**config.mk**
```make
export PLATFORM = sky130hd
export DESIGN_NAME = dma_core_wrap
export DESIGN_NICKNAME = d
export VERILOG_FILES = /design/src/dma_pkg.sv /design/src/dma_burst_if.sv /design/src/dma_backend.sv /design/src/dma_core_wrap.sv /design/src/dma_job_fifo.sv /design/src/dma_nd_midend.sv /design/src/dma_reg_frontend.sv
export VERILOG_INCLUDE_DIRS = /design/src /design/src/src
export SDC_FILE = /design/constraint.sdc
export NUM_CORES = 1
export LEC_CHECK = 0
export BUFFER_PORTS_ARGS = -buffer_cell sky130_fd_sc_hd__clkbuf_2
export CAP_MARGIN = 20
export CORE_UTILIZATION = 40
export CTS_BUF_LIST = sky130_fd_sc_hd__clkbuf_8
export DETAILED_ROUTE_END_ITERATION = 12
export GPL_ROUTABILITY_DRIVEN = 0
export PLACE_DENSITY = 0.59
export SLEW_MARGIN = 20
export SYNTH_ARGS = -nofsm -noshare
export SYNTH_HDL_FRONTEND = slang
export SYNTH_SLANG_ARGS = --single-unit
```
**constraint.sdc**
```tcl
create_clock -name clk_i -period 12.5 [get_ports clk_i]
set_input_delay 2.5 -clock clk_i [delete_from_list [all_inputs] [get_ports clk_i]]
set_output_delay 2.5 -clock clk_i [all_outputs]
set_load 0.01 [all_outputs]
```
**src/dma_cfg.svh**
```systemverilog
`ifndef DMA_CFG_SVH
`define DMA_CFG_SVH

// Word address width, all addresses count 32-bit words
`define DMA_ADDR_W 16
`define DMA_DATA_W 32

`define DMA_JOB_FIFO_DEPTH 4

// Register index map
`define DMA_REG_ADDR_W 3
`define DMA_REG_SRC        3'd0
`define DMA_REG_DST        3'd1
`define DMA_REG_LEN        3'd2
`define DMA_REG_SRC_STRIDE 3'd3
`define DMA_REG_DST_STRIDE 3'd4
`define DMA_REG_REPS       3'd5
`define DMA_REG_LAUNCH     3'd6
`define DMA_REG_DONE       3'd7

`endif

```
**src/dma_pkg.sv**
```systemverilog
`include "dma_cfg.svh"

package dma_pkg;

  typedef logic [`DMA_ADDR_W-1:0] dma_addr_t;
  typedef logic [`DMA_DATA_W-1:0] dma_data_t;

  typedef enum logic [`DMA_REG_ADDR_W-1:0] {
    REG_SRC        = `DMA_REG_SRC,
    REG_DST        = `DMA_REG_DST,
    REG_LEN        = `DMA_REG_LEN,
    REG_SRC_STRIDE = `DMA_REG_SRC_STRIDE,
    REG_DST_STRIDE = `DMA_REG_DST_STRIDE,
    REG_REPS       = `DMA_REG_REPS,
    REG_LAUNCH     = `DMA_REG_LAUNCH,
    REG_DONE       = `DMA_REG_DONE
  } dma_reg_e;

  // One 2D job, len in words, reps is the number of rows
  typedef struct packed {
    dma_addr_t src;
    dma_addr_t dst;
    dma_addr_t len;
    dma_addr_t src_stride;
    dma_addr_t dst_stride;
    dma_addr_t reps;
  } dma_nd_job_t;

endpackage

```
**src/dma_burst_if.sv**
```systemverilog
`timescale 1ns/1ns
`include "dma_cfg.svh"

interface dma_burst_if import dma_pkg::*; ();

  dma_addr_t src;
  dma_addr_t dst;
  dma_addr_t len;
  logic      valid;
  logic      ready;

  // Midend side
  modport mid (
    output src, dst, len, valid,
    input  ready
  );

  // Backend side
  modport be (
    input  src, dst, len, valid,
    output ready
  );

endinterface

```
**src/dma_backend.sv**
```systemverilog
`timescale 1ns/1ns
`include "dma_cfg.svh"

module dma_backend import dma_pkg::*; (
  input  logic      clk_i,
  input  logic      rst_n_i,
  dma_burst_if.be   burst,
  output logic      burst_done_o,
  output logic      mem_req_o,
  output logic      mem_we_o,
  output dma_addr_t mem_addr_o,
  output dma_data_t mem_wdata_o,
  input  logic      mem_gnt_i,
  input  logic      mem_rvalid_i,
  input  dma_data_t mem_rdata_i,
  output logic      busy_o
);

  typedef enum logic [1:0] {
    BE_IDLE,
    BE_RD_REQ,
    BE_RD_WAIT,
    BE_WR_REQ
  } be_state_e;

  be_state_e state_q;
  dma_addr_t src_q, dst_q, len_q;
  dma_addr_t word_q, word_nxt;
  dma_data_t data_q;
  logic      done_q;
  logic      accept;

  assign burst.ready = (state_q == BE_IDLE);
  assign accept      = burst.valid && burst.ready;
  assign word_nxt    = word_q + 1'b1;

  assign mem_req_o   = (state_q == BE_RD_REQ) || (state_q == BE_WR_REQ);
  assign mem_we_o    = (state_q == BE_WR_REQ);
  assign mem_addr_o  = mem_we_o ? dst_q : src_q;
  assign mem_wdata_o = data_q;

  assign burst_done_o = done_q;
  assign busy_o       = (state_q != BE_IDLE);

  always_ff @(posedge clk_i) begin
    if (!rst_n_i) begin
      state_q <= BE_IDLE;
      word_q  <= '0;
      done_q  <= 1'b0;
    end else begin
      done_q <= 1'b0;
      case (state_q)
        BE_IDLE: begin
          if (accept) begin
            word_q <= '0;
            // Empty burst, no memory access
            if (burst.len == '0) begin
              done_q <= 1'b1;
            end else begin
              state_q <= BE_RD_REQ;
            end
          end
        end
        BE_RD_REQ: begin
          if (mem_gnt_i) state_q <= BE_RD_WAIT;
        end
        BE_RD_WAIT: begin
          if (mem_rvalid_i) state_q <= BE_WR_REQ;
        end
        BE_WR_REQ: begin
          if (mem_gnt_i) begin
            word_q <= word_nxt;
            if (word_nxt == len_q) begin
              state_q <= BE_IDLE;
              done_q  <= 1'b1;
            end else begin
              state_q <= BE_RD_REQ;
            end
          end
        end
        default: state_q <= BE_IDLE;
      endcase
    end
  end

  // Addresses step by one word after each granted write
  always_ff @(posedge clk_i) begin
    if (accept) begin
      src_q <= burst.src;
      dst_q <= burst.dst;
      len_q <= burst.len;
    end else if (state_q == BE_WR_REQ && mem_gnt_i) begin
      src_q <= src_q + 1'b1;
      dst_q <= dst_q + 1'b1;
    end
  end

  // Single data buffer
  always_ff @(posedge clk_i) begin
    if (state_q == BE_RD_WAIT && mem_rvalid_i) begin
      data_q <= mem_rdata_i;
    end
  end

  a_req_stable: assert property (@(posedge clk_i) disable iff (!rst_n_i)
    mem_req_o && !mem_gnt_i |=>
      mem_req_o && $stable(mem_addr_o) && $stable(mem_we_o));

endmodule

```
**src/dma_core_wrap.sv**
```systemverilog
`timescale 1ns/1ns
`include "dma_cfg.svh"

module dma_core_wrap import dma_pkg::*; (
  input  logic                       clk_i,
  input  logic                       rst_n_i,
  // Register bus
  input  logic                       reg_valid_i,
  input  logic                       reg_write_i,
  input  logic [`DMA_REG_ADDR_W-1:0] reg_addr_i,
  input  dma_data_t                  reg_wdata_i,
  output logic                       reg_ready_o,
  output dma_data_t                  reg_rdata_o,
  // Memory port
  output logic                       mem_req_o,
  output logic                       mem_we_o,
  output dma_addr_t                  mem_addr_o,
  output dma_data_t                  mem_wdata_o,
  input  logic                       mem_gnt_i,
  input  logic                       mem_rvalid_i,
  input  dma_data_t                  mem_rdata_i
);

  dma_nd_job_t fe_job, fifo_job;
  logic        fe_valid, fe_ready;
  logic        fifo_valid, fifo_ready;
  logic        burst_done, job_done;
  logic        mid_busy, be_busy;

  dma_burst_if burst ();

  dma_reg_frontend i_dma_frontend (
    .clk_i,
    .rst_n_i,
    .reg_valid_i,
    .reg_write_i,
    .reg_addr_i,
    .reg_wdata_i,
    .reg_ready_o,
    .reg_rdata_o,
    .job_o          ( fe_job              ),
    .job_valid_o    ( fe_valid            ),
    .job_ready_i    ( fe_ready            ),
    .job_done_i     ( job_done            ),
    .backend_busy_i ( mid_busy || be_busy )
  );

  dma_job_fifo #(
    .DEPTH ( `DMA_JOB_FIFO_DEPTH )
  ) i_job_fifo (
    .clk_i,
    .rst_n_i,
    .data_i  ( fe_job     ),
    .valid_i ( fe_valid   ),
    .ready_o ( fe_ready   ),
    .data_o  ( fifo_job   ),
    .valid_o ( fifo_valid ),
    .ready_i ( fifo_ready )
  );

  dma_nd_midend i_nd_midend (
    .clk_i,
    .rst_n_i,
    .job_i        ( fifo_job   ),
    .job_valid_i  ( fifo_valid ),
    .job_ready_o  ( fifo_ready ),
    .burst        ( burst      ),
    .burst_done_i ( burst_done ),
    .job_done_o   ( job_done   ),
    .busy_o       ( mid_busy   )
  );

  dma_backend i_backend (
    .clk_i,
    .rst_n_i,
    .burst        ( burst      ),
    .burst_done_o ( burst_done ),
    .mem_req_o,
    .mem_we_o,
    .mem_addr_o,
    .mem_wdata_o,
    .mem_gnt_i,
    .mem_rvalid_i,
    .mem_rdata_i,
    .busy_o       ( be_busy    )
  );

endmodule

```
**src/dma_job_fifo.sv**
```systemverilog
`timescale 1ns/1ns
`include "dma_cfg.svh"

module dma_job_fifo import dma_pkg::*; #(
  parameter int unsigned DEPTH = `DMA_JOB_FIFO_DEPTH
) (
  input  logic        clk_i,
  input  logic        rst_n_i,
  input  dma_nd_job_t data_i,
  input  logic        valid_i,
  output logic        ready_o,
  output dma_nd_job_t data_o,
  output logic        valid_o,
  input  logic        ready_i
);

  localparam int unsigned PtrW = (DEPTH > 1) ? $clog2(DEPTH) : 1;

  dma_nd_job_t         mem_q [DEPTH];
  logic [PtrW-1:0]     wr_ptr_q, rd_ptr_q;
  logic [PtrW-1:0]     wr_ptr_nxt, rd_ptr_nxt;
  logic                full_q, empty_q;
  logic                push, pop;

  assign ready_o = !full_q;
  assign valid_o = !empty_q;
  assign data_o  = mem_q[rd_ptr_q];

  assign push = valid_i && !full_q;
  assign pop  = ready_i && !empty_q;

  assign wr_ptr_nxt = wr_ptr_q + 1'b1;
  assign rd_ptr_nxt = rd_ptr_q + 1'b1;

  always_ff @(posedge clk_i) begin
    if (push) begin
      mem_q[wr_ptr_q] <= data_i;
    end
  end

  always_ff @(posedge clk_i) begin
    if (!rst_n_i) begin
      wr_ptr_q <= '0;
      rd_ptr_q <= '0;
      full_q   <= 1'b0;
      empty_q  <= 1'b1;
    end else begin
      if (push) wr_ptr_q <= wr_ptr_nxt;
      if (pop)  rd_ptr_q <= rd_ptr_nxt;
      // Flags only move when exactly one side is active
      if (push && !pop) begin
        empty_q <= 1'b0;
        full_q  <= (wr_ptr_nxt == rd_ptr_q);
      end else if (pop && !push) begin
        full_q  <= 1'b0;
        empty_q <= (rd_ptr_nxt == wr_ptr_q);
      end
    end
  end

  // A full FIFO has equal pointers and is never empty
  a_full_ptrs: assert property (@(posedge clk_i) disable iff (!rst_n_i)
    full_q |-> (wr_ptr_q == rd_ptr_q) && !empty_q);

endmodule

```
**src/dma_nd_midend.sv**
```systemverilog
`timescale 1ns/1ns
`include "dma_cfg.svh"

module dma_nd_midend import dma_pkg::*; (
  input  logic        clk_i,
  input  logic        rst_n_i,
  input  dma_nd_job_t job_i,
  input  logic        job_valid_i,
  output logic        job_ready_o,
  dma_burst_if.mid    burst,
  input  logic        burst_done_i,
  output logic        job_done_o,
  output logic        busy_o
);

  typedef enum logic [1:0] {
    MID_IDLE,
    MID_ISSUE,
    MID_WAIT
  } mid_state_e;

  mid_state_e state_q;
  dma_addr_t  src_q, dst_q, len_q;
  dma_addr_t  src_stride_q, dst_stride_q, reps_q;
  dma_addr_t  row_q, row_nxt;
  logic       job_done_q;
  logic       accept;

  assign job_ready_o = (state_q == MID_IDLE);
  assign accept      = job_valid_i && job_ready_o;
  assign row_nxt     = row_q + 1'b1;

  assign burst.src   = src_q;
  assign burst.dst   = dst_q;
  assign burst.len   = len_q;
  assign burst.valid = (state_q == MID_ISSUE);

  assign job_done_o = job_done_q;
  assign busy_o     = (state_q != MID_IDLE);

  always_ff @(posedge clk_i) begin
    if (!rst_n_i) begin
      state_q    <= MID_IDLE;
      row_q      <= '0;
      job_done_q <= 1'b0;
    end else begin
      job_done_q <= 1'b0;
      case (state_q)
        MID_IDLE: begin
          if (accept) begin
            row_q <= '0;
            // Zero reps finishes right away
            if (job_i.reps == '0) begin
              job_done_q <= 1'b1;
            end else begin
              state_q <= MID_ISSUE;
            end
          end
        end
        MID_ISSUE: begin
          if (burst.ready) state_q <= MID_WAIT;
        end
        MID_WAIT: begin
          if (burst_done_i) begin
            row_q <= row_nxt;
            if (row_nxt == reps_q) begin
              state_q    <= MID_IDLE;
              job_done_q <= 1'b1;
            end else begin
              state_q <= MID_ISSUE;
            end
          end
        end
        default: state_q <= MID_IDLE;
      endcase
    end
  end

  // Job payload and row addresses
  always_ff @(posedge clk_i) begin
    if (accept) begin
      src_q        <= job_i.src;
      dst_q        <= job_i.dst;
      len_q        <= job_i.len;
      src_stride_q <= job_i.src_stride;
      dst_stride_q <= job_i.dst_stride;
      reps_q       <= job_i.reps;
    end else if (state_q == MID_WAIT && burst_done_i) begin
      src_q <= src_q + src_stride_q;
      dst_q <= dst_q + dst_stride_q;
    end
  end

  a_burst_held: assert property (@(posedge clk_i) disable iff (!rst_n_i)
    burst.valid && !burst.ready |=>
      burst.valid && $stable(burst.src) && $stable(burst.dst) && $stable(burst.len));

endmodule

```
**src/dma_reg_frontend.sv**
```systemverilog
`timescale 1ns/1ns
`include "dma_cfg.svh"

module dma_reg_frontend import dma_pkg::*; (
  input  logic                       clk_i,
  input  logic                       rst_n_i,
  input  logic                       reg_valid_i,
  input  logic                       reg_write_i,
  input  logic [`DMA_REG_ADDR_W-1:0] reg_addr_i,
  input  dma_data_t                  reg_wdata_i,
  output logic                       reg_ready_o,
  output dma_data_t                  reg_rdata_o,
  output dma_nd_job_t                job_o,
  output logic                       job_valid_o,
  input  logic                       job_ready_i,
  input  logic                       job_done_i,
  input  logic                       backend_busy_i
);

  localparam int unsigned PadW = `DMA_DATA_W - `DMA_ADDR_W;

  dma_addr_t src_q, dst_q, len_q;
  dma_addr_t src_stride_q, dst_stride_q, reps_q;
  dma_addr_t next_id_q, done_cnt_q, outstanding;
  logic      is_write, is_launch, busy;

  assign is_write  = reg_valid_i && reg_write_i;
  assign is_launch = reg_valid_i && !reg_write_i && (reg_addr_i == REG_LAUNCH);

  // Launch stalls on a full FIFO, everything else completes at once
  assign reg_ready_o = reg_valid_i && (!is_launch || job_ready_i);

  assign job_valid_o = is_launch;
  assign job_o       = '{src:        src_q,
                         dst:        dst_q,
                         len:        len_q,
                         src_stride: src_stride_q,
                         dst_stride: dst_stride_q,
                         reps:       reps_q};

  always_ff @(posedge clk_i) begin
    if (!rst_n_i) begin
      src_q        <= '0;
      dst_q        <= '0;
      len_q        <= '0;
      src_stride_q <= '0;
      dst_stride_q <= '0;
      reps_q       <= '0;
    end else if (is_write) begin
      case (dma_reg_e'(reg_addr_i))
        REG_SRC:        src_q        <= reg_wdata_i[`DMA_ADDR_W-1:0];
        REG_DST:        dst_q        <= reg_wdata_i[`DMA_ADDR_W-1:0];
        REG_LEN:        len_q        <= reg_wdata_i[`DMA_ADDR_W-1:0];
        REG_SRC_STRIDE: src_stride_q <= reg_wdata_i[`DMA_ADDR_W-1:0];
        REG_DST_STRIDE: dst_stride_q <= reg_wdata_i[`DMA_ADDR_W-1:0];
        REG_REPS:       reps_q       <= reg_wdata_i[`DMA_ADDR_W-1:0];
        default: ;
      endcase
    end
  end

  // Job ids and completions
  always_ff @(posedge clk_i) begin
    if (!rst_n_i) begin
      next_id_q  <= '0;
      done_cnt_q <= '0;
    end else begin
      if (is_launch && job_ready_i) begin
        next_id_q <= next_id_q + 1'b1;
      end
      if (job_done_i) begin
        done_cnt_q <= done_cnt_q + 1'b1;
      end
    end
  end

  assign outstanding = next_id_q - done_cnt_q;
  assign busy        = backend_busy_i || (outstanding != '0);

  always_comb begin
    case (dma_reg_e'(reg_addr_i))
      REG_SRC:        reg_rdata_o = {{PadW{1'b0}}, src_q};
      REG_DST:        reg_rdata_o = {{PadW{1'b0}}, dst_q};
      REG_LEN:        reg_rdata_o = {{PadW{1'b0}}, len_q};
      REG_SRC_STRIDE: reg_rdata_o = {{PadW{1'b0}}, src_stride_q};
      REG_DST_STRIDE: reg_rdata_o = {{PadW{1'b0}}, dst_stride_q};
      REG_REPS:       reg_rdata_o = {{PadW{1'b0}}, reps_q};
      REG_LAUNCH:     reg_rdata_o = {{PadW{1'b0}}, next_id_q};
      default:        reg_rdata_o = {busy, {(PadW-1){1'b0}}, done_cnt_q};
    endcase
  end

  // A stalled launch stays on the bus with the same job until the FIFO takes it
  a_launch_held: assert property (@(posedge clk_i) disable iff (!rst_n_i)
    job_valid_o && !job_ready_i |=> job_valid_o && $stable(job_o));

endmodule
```
==> run summary <==
Yosys warns: 0
Max FFs per register: 384
Final Cycle Share: 0.5606
Total grt overflow: 0
WL met2: 36.57 mm
Die area: 80360 um^2
Register with the most flip-flops: i_job_fifo.mem_q
Critical path required time: 10.00 ns
CTS tree: yes
Register area share after synthesis: 0.6405
Top routing layer used: met5
TritonRoute pass-1 iters: 5
Post-synth EDFFs: 560
NumNets Final: 2667
Max-Cap Viols: 0
Primary FF master, synth: edfxtp_1
Die W: 283.5 um
Max IR drop VDD: 0.00008315 V
Total GRT Usage: 0.1933
DRT antenna net count: 0
Relative slew margins: 0.2965
Synth Area per Inst: 13.38 um^2
Fin. max-slew vios: 0
Critical path class: input port to primary output
Fraction of layout cells with a size suffix above 1: 0.1729
Worst slew pin tran: 1.055 ns
Cell variety after synth: 75
Met3 WL: 4.478 mm
FF+latch count, synth: 734
Vias in the first global route: 20025
Total clock sinks: 734
Setup crit end kind: primary output
Dpl ws: 5.622 ns
Postcts setup bufs: 0
Worst-path maximum fanout: 57
Wire length of the first global-routing pass: 119.6 mm
Wire per inst: 21.27 um
DP HPWL: 52.49 mm
Fin. Hold Viols: 0
Outcome: finished clean
# port buffers: 124
Setup Skew: 0.04593 ns
Final setup viols: 0
Worst-Skew Late Latency: 0.72 ns
Worst min-delay path class: flip-flop to flip-flop
RSZ-0062 raised after global routing: no
Core area: 77980 um^2
Synthesized area: 31690 um^2
Initial drt markers: 1543
DR vias: 19853
Worst Setup Start Kind: input port
Root Buffer: clkbuf_8
Clock tree buffer depth: 3
Vias per cell: 5.405
DR DRC count: 0
Mapped Cells: 2369
Post-CTS resize count: 0
Initial core utilization: 0.4064
Total power per unit cell area: 148.9 nW/um^2
Crit path DAT: 4.51 ns
Die Y: 283.5 um
Fin crit period: 7.008 ns
IO Pins: 156
WL final: 78.13 mm
Hold_buf cts: 0
Reg clk slew, reported paths: 0.06 ns
Fmax: 142.7 MHz
Largest net degree at the start of global routing: 74
Post-route setup slack: 5.492 ns
Area Overhead vs Synth: 12.33%
Initial antenna violation count: 5
H-tree levels: 3
Inserted Clock Buffers: 117
Async set-reset flop share out of synthesis: 0
Row count: 102
Leak: 12.77 nW
Setup TNS: 0 ns
WL met1: 34.65 mm
-- worst max-delay path, stage by stage --
cell and delay, ns:
clkbuf_2 0.08, buf_4 0.53, mux2_2 0.41, a221oi_1 0.52, a31oi_1 0.09, o22a_1 0.22
clkbuf_2 0.13
-- stage by stage --
stage	power [mW]	utilization	hold slack (ns)	area [um^2]	std cells
floorplan	3.226	-	0.4268	31740	2383
global placement	3.392	0.4277	0.4350	33350	3453
detailed placement	3.412	0.4277	0.4378	33350	3453
CTS	5.358	0.4564	0.4528	35590	3672
global route	5.532	0.4565	0.4740	35600	3673
finish	5.300	0.4565	0.4534	35600	3673
-- logic make-up after synthesis --
kind of cell | Yosys count | share of synthesized area
multiplexers | 143 | 0.08725
adder cells (fa/ha/maj) | 62 | 0.02495
flip-flops | 734 | 0.6405
buffers and inverters | 168 | 0.02242
XOR/XNOR | 125 | 0.03498
AND/OR/NAND/NOR | 735 | 0.1079
other | 1 | 0.0001183
AO/OA/AOI/OAI | 401 | 0.08184
-- cell usage after synthesis (9+ instances only) --
library cell    n  share of area
a211oi_1       19         0.0045
a21boi_0       85          0.020
a21oi_1       101          0.016
a22oi_1        10         0.0024
a31oi_1        14         0.0028
and2_1         40         0.0079
and3_1         23         0.0045
buf_2          13         0.0021
buf_4          17         0.0040
clkbuf_1       81         0.0096
dfxtp_1       174           0.11
edfxtp_1      560           0.53
ha_1           60          0.024
inv_1          50         0.0059
mux2_2         26         0.0092
mux2i_1        13         0.0041
mux4_2        104          0.074
nand2_1       342          0.041
nand3_1        48         0.0076
nand4_1        27         0.0053
nor2_1        123          0.015
nor2b_1        19         0.0038
nor3_1         34         0.0054
nor3b_1         9         0.0021
nor4_1         11         0.0022
o21ai_0        88          0.014
o31ai_1         9         0.0021
or3_1          22         0.0043
xnor2_1        73          0.020
xor2_1         51          0.014
-- path summary, 6_finish.rpt --
path	from	end	slack [ns]	cells after the start
worst max-delay path	reg_addr_i[1]	reg_rdata_o[0]	5.49	7
worst min-delay path	i_nd_midend.burst.len[11]	i_backend.len_q[11]	0.45	0
worst max register to register	flip-flop	i_nd_midend.burst.dst[13]	9.05	5
worst min register to register	i_nd_midend.burst.len[11]	i_backend.len_q[11]	0.45	0
-- cell usage in the layout (no fill, tap or decap), types with 88 or more instances in the layout --
cell,n
clkbuf_8,128
edfxtp_1,560
clkbuf_2,123
mux4_2,104
nor2_1,122
inv_1,93
nand2_1,342
dfxtp_1,172
a21oi_1,101
o21ai_0,88
-- where the power goes --
group | internal (mW) | leakage, nW | switching [mW] | total (mW)
logic | 0.226 | 4.15 | 0.344 | 0.570
clock network | 1.01 | 1.33 | 0.936 | 1.94
registers | 2.72 | 7.28 | 0.0699 | 2.79
-- area by class of cell --
class	instances	area (um^2)
antenna	1	2.502
clock buffer	128	1762
clock inverter	91	478.0
fill	6951	42380
inverter	51	193.9
multi-input combinational	1481	10760
sequential	734	20310
tap	1040	1301
timing repair buffer	147	795.8
-- layer usage --
metal / GRT usage / up-vias
met5: 0 / -
met4: 0.07514 / 4
met3: 0.02733 / 129
met2: 0.3074 / 650
met1: 0.2681 / 9876
li1: - / 9194
(Power assumes the default switching activity.)
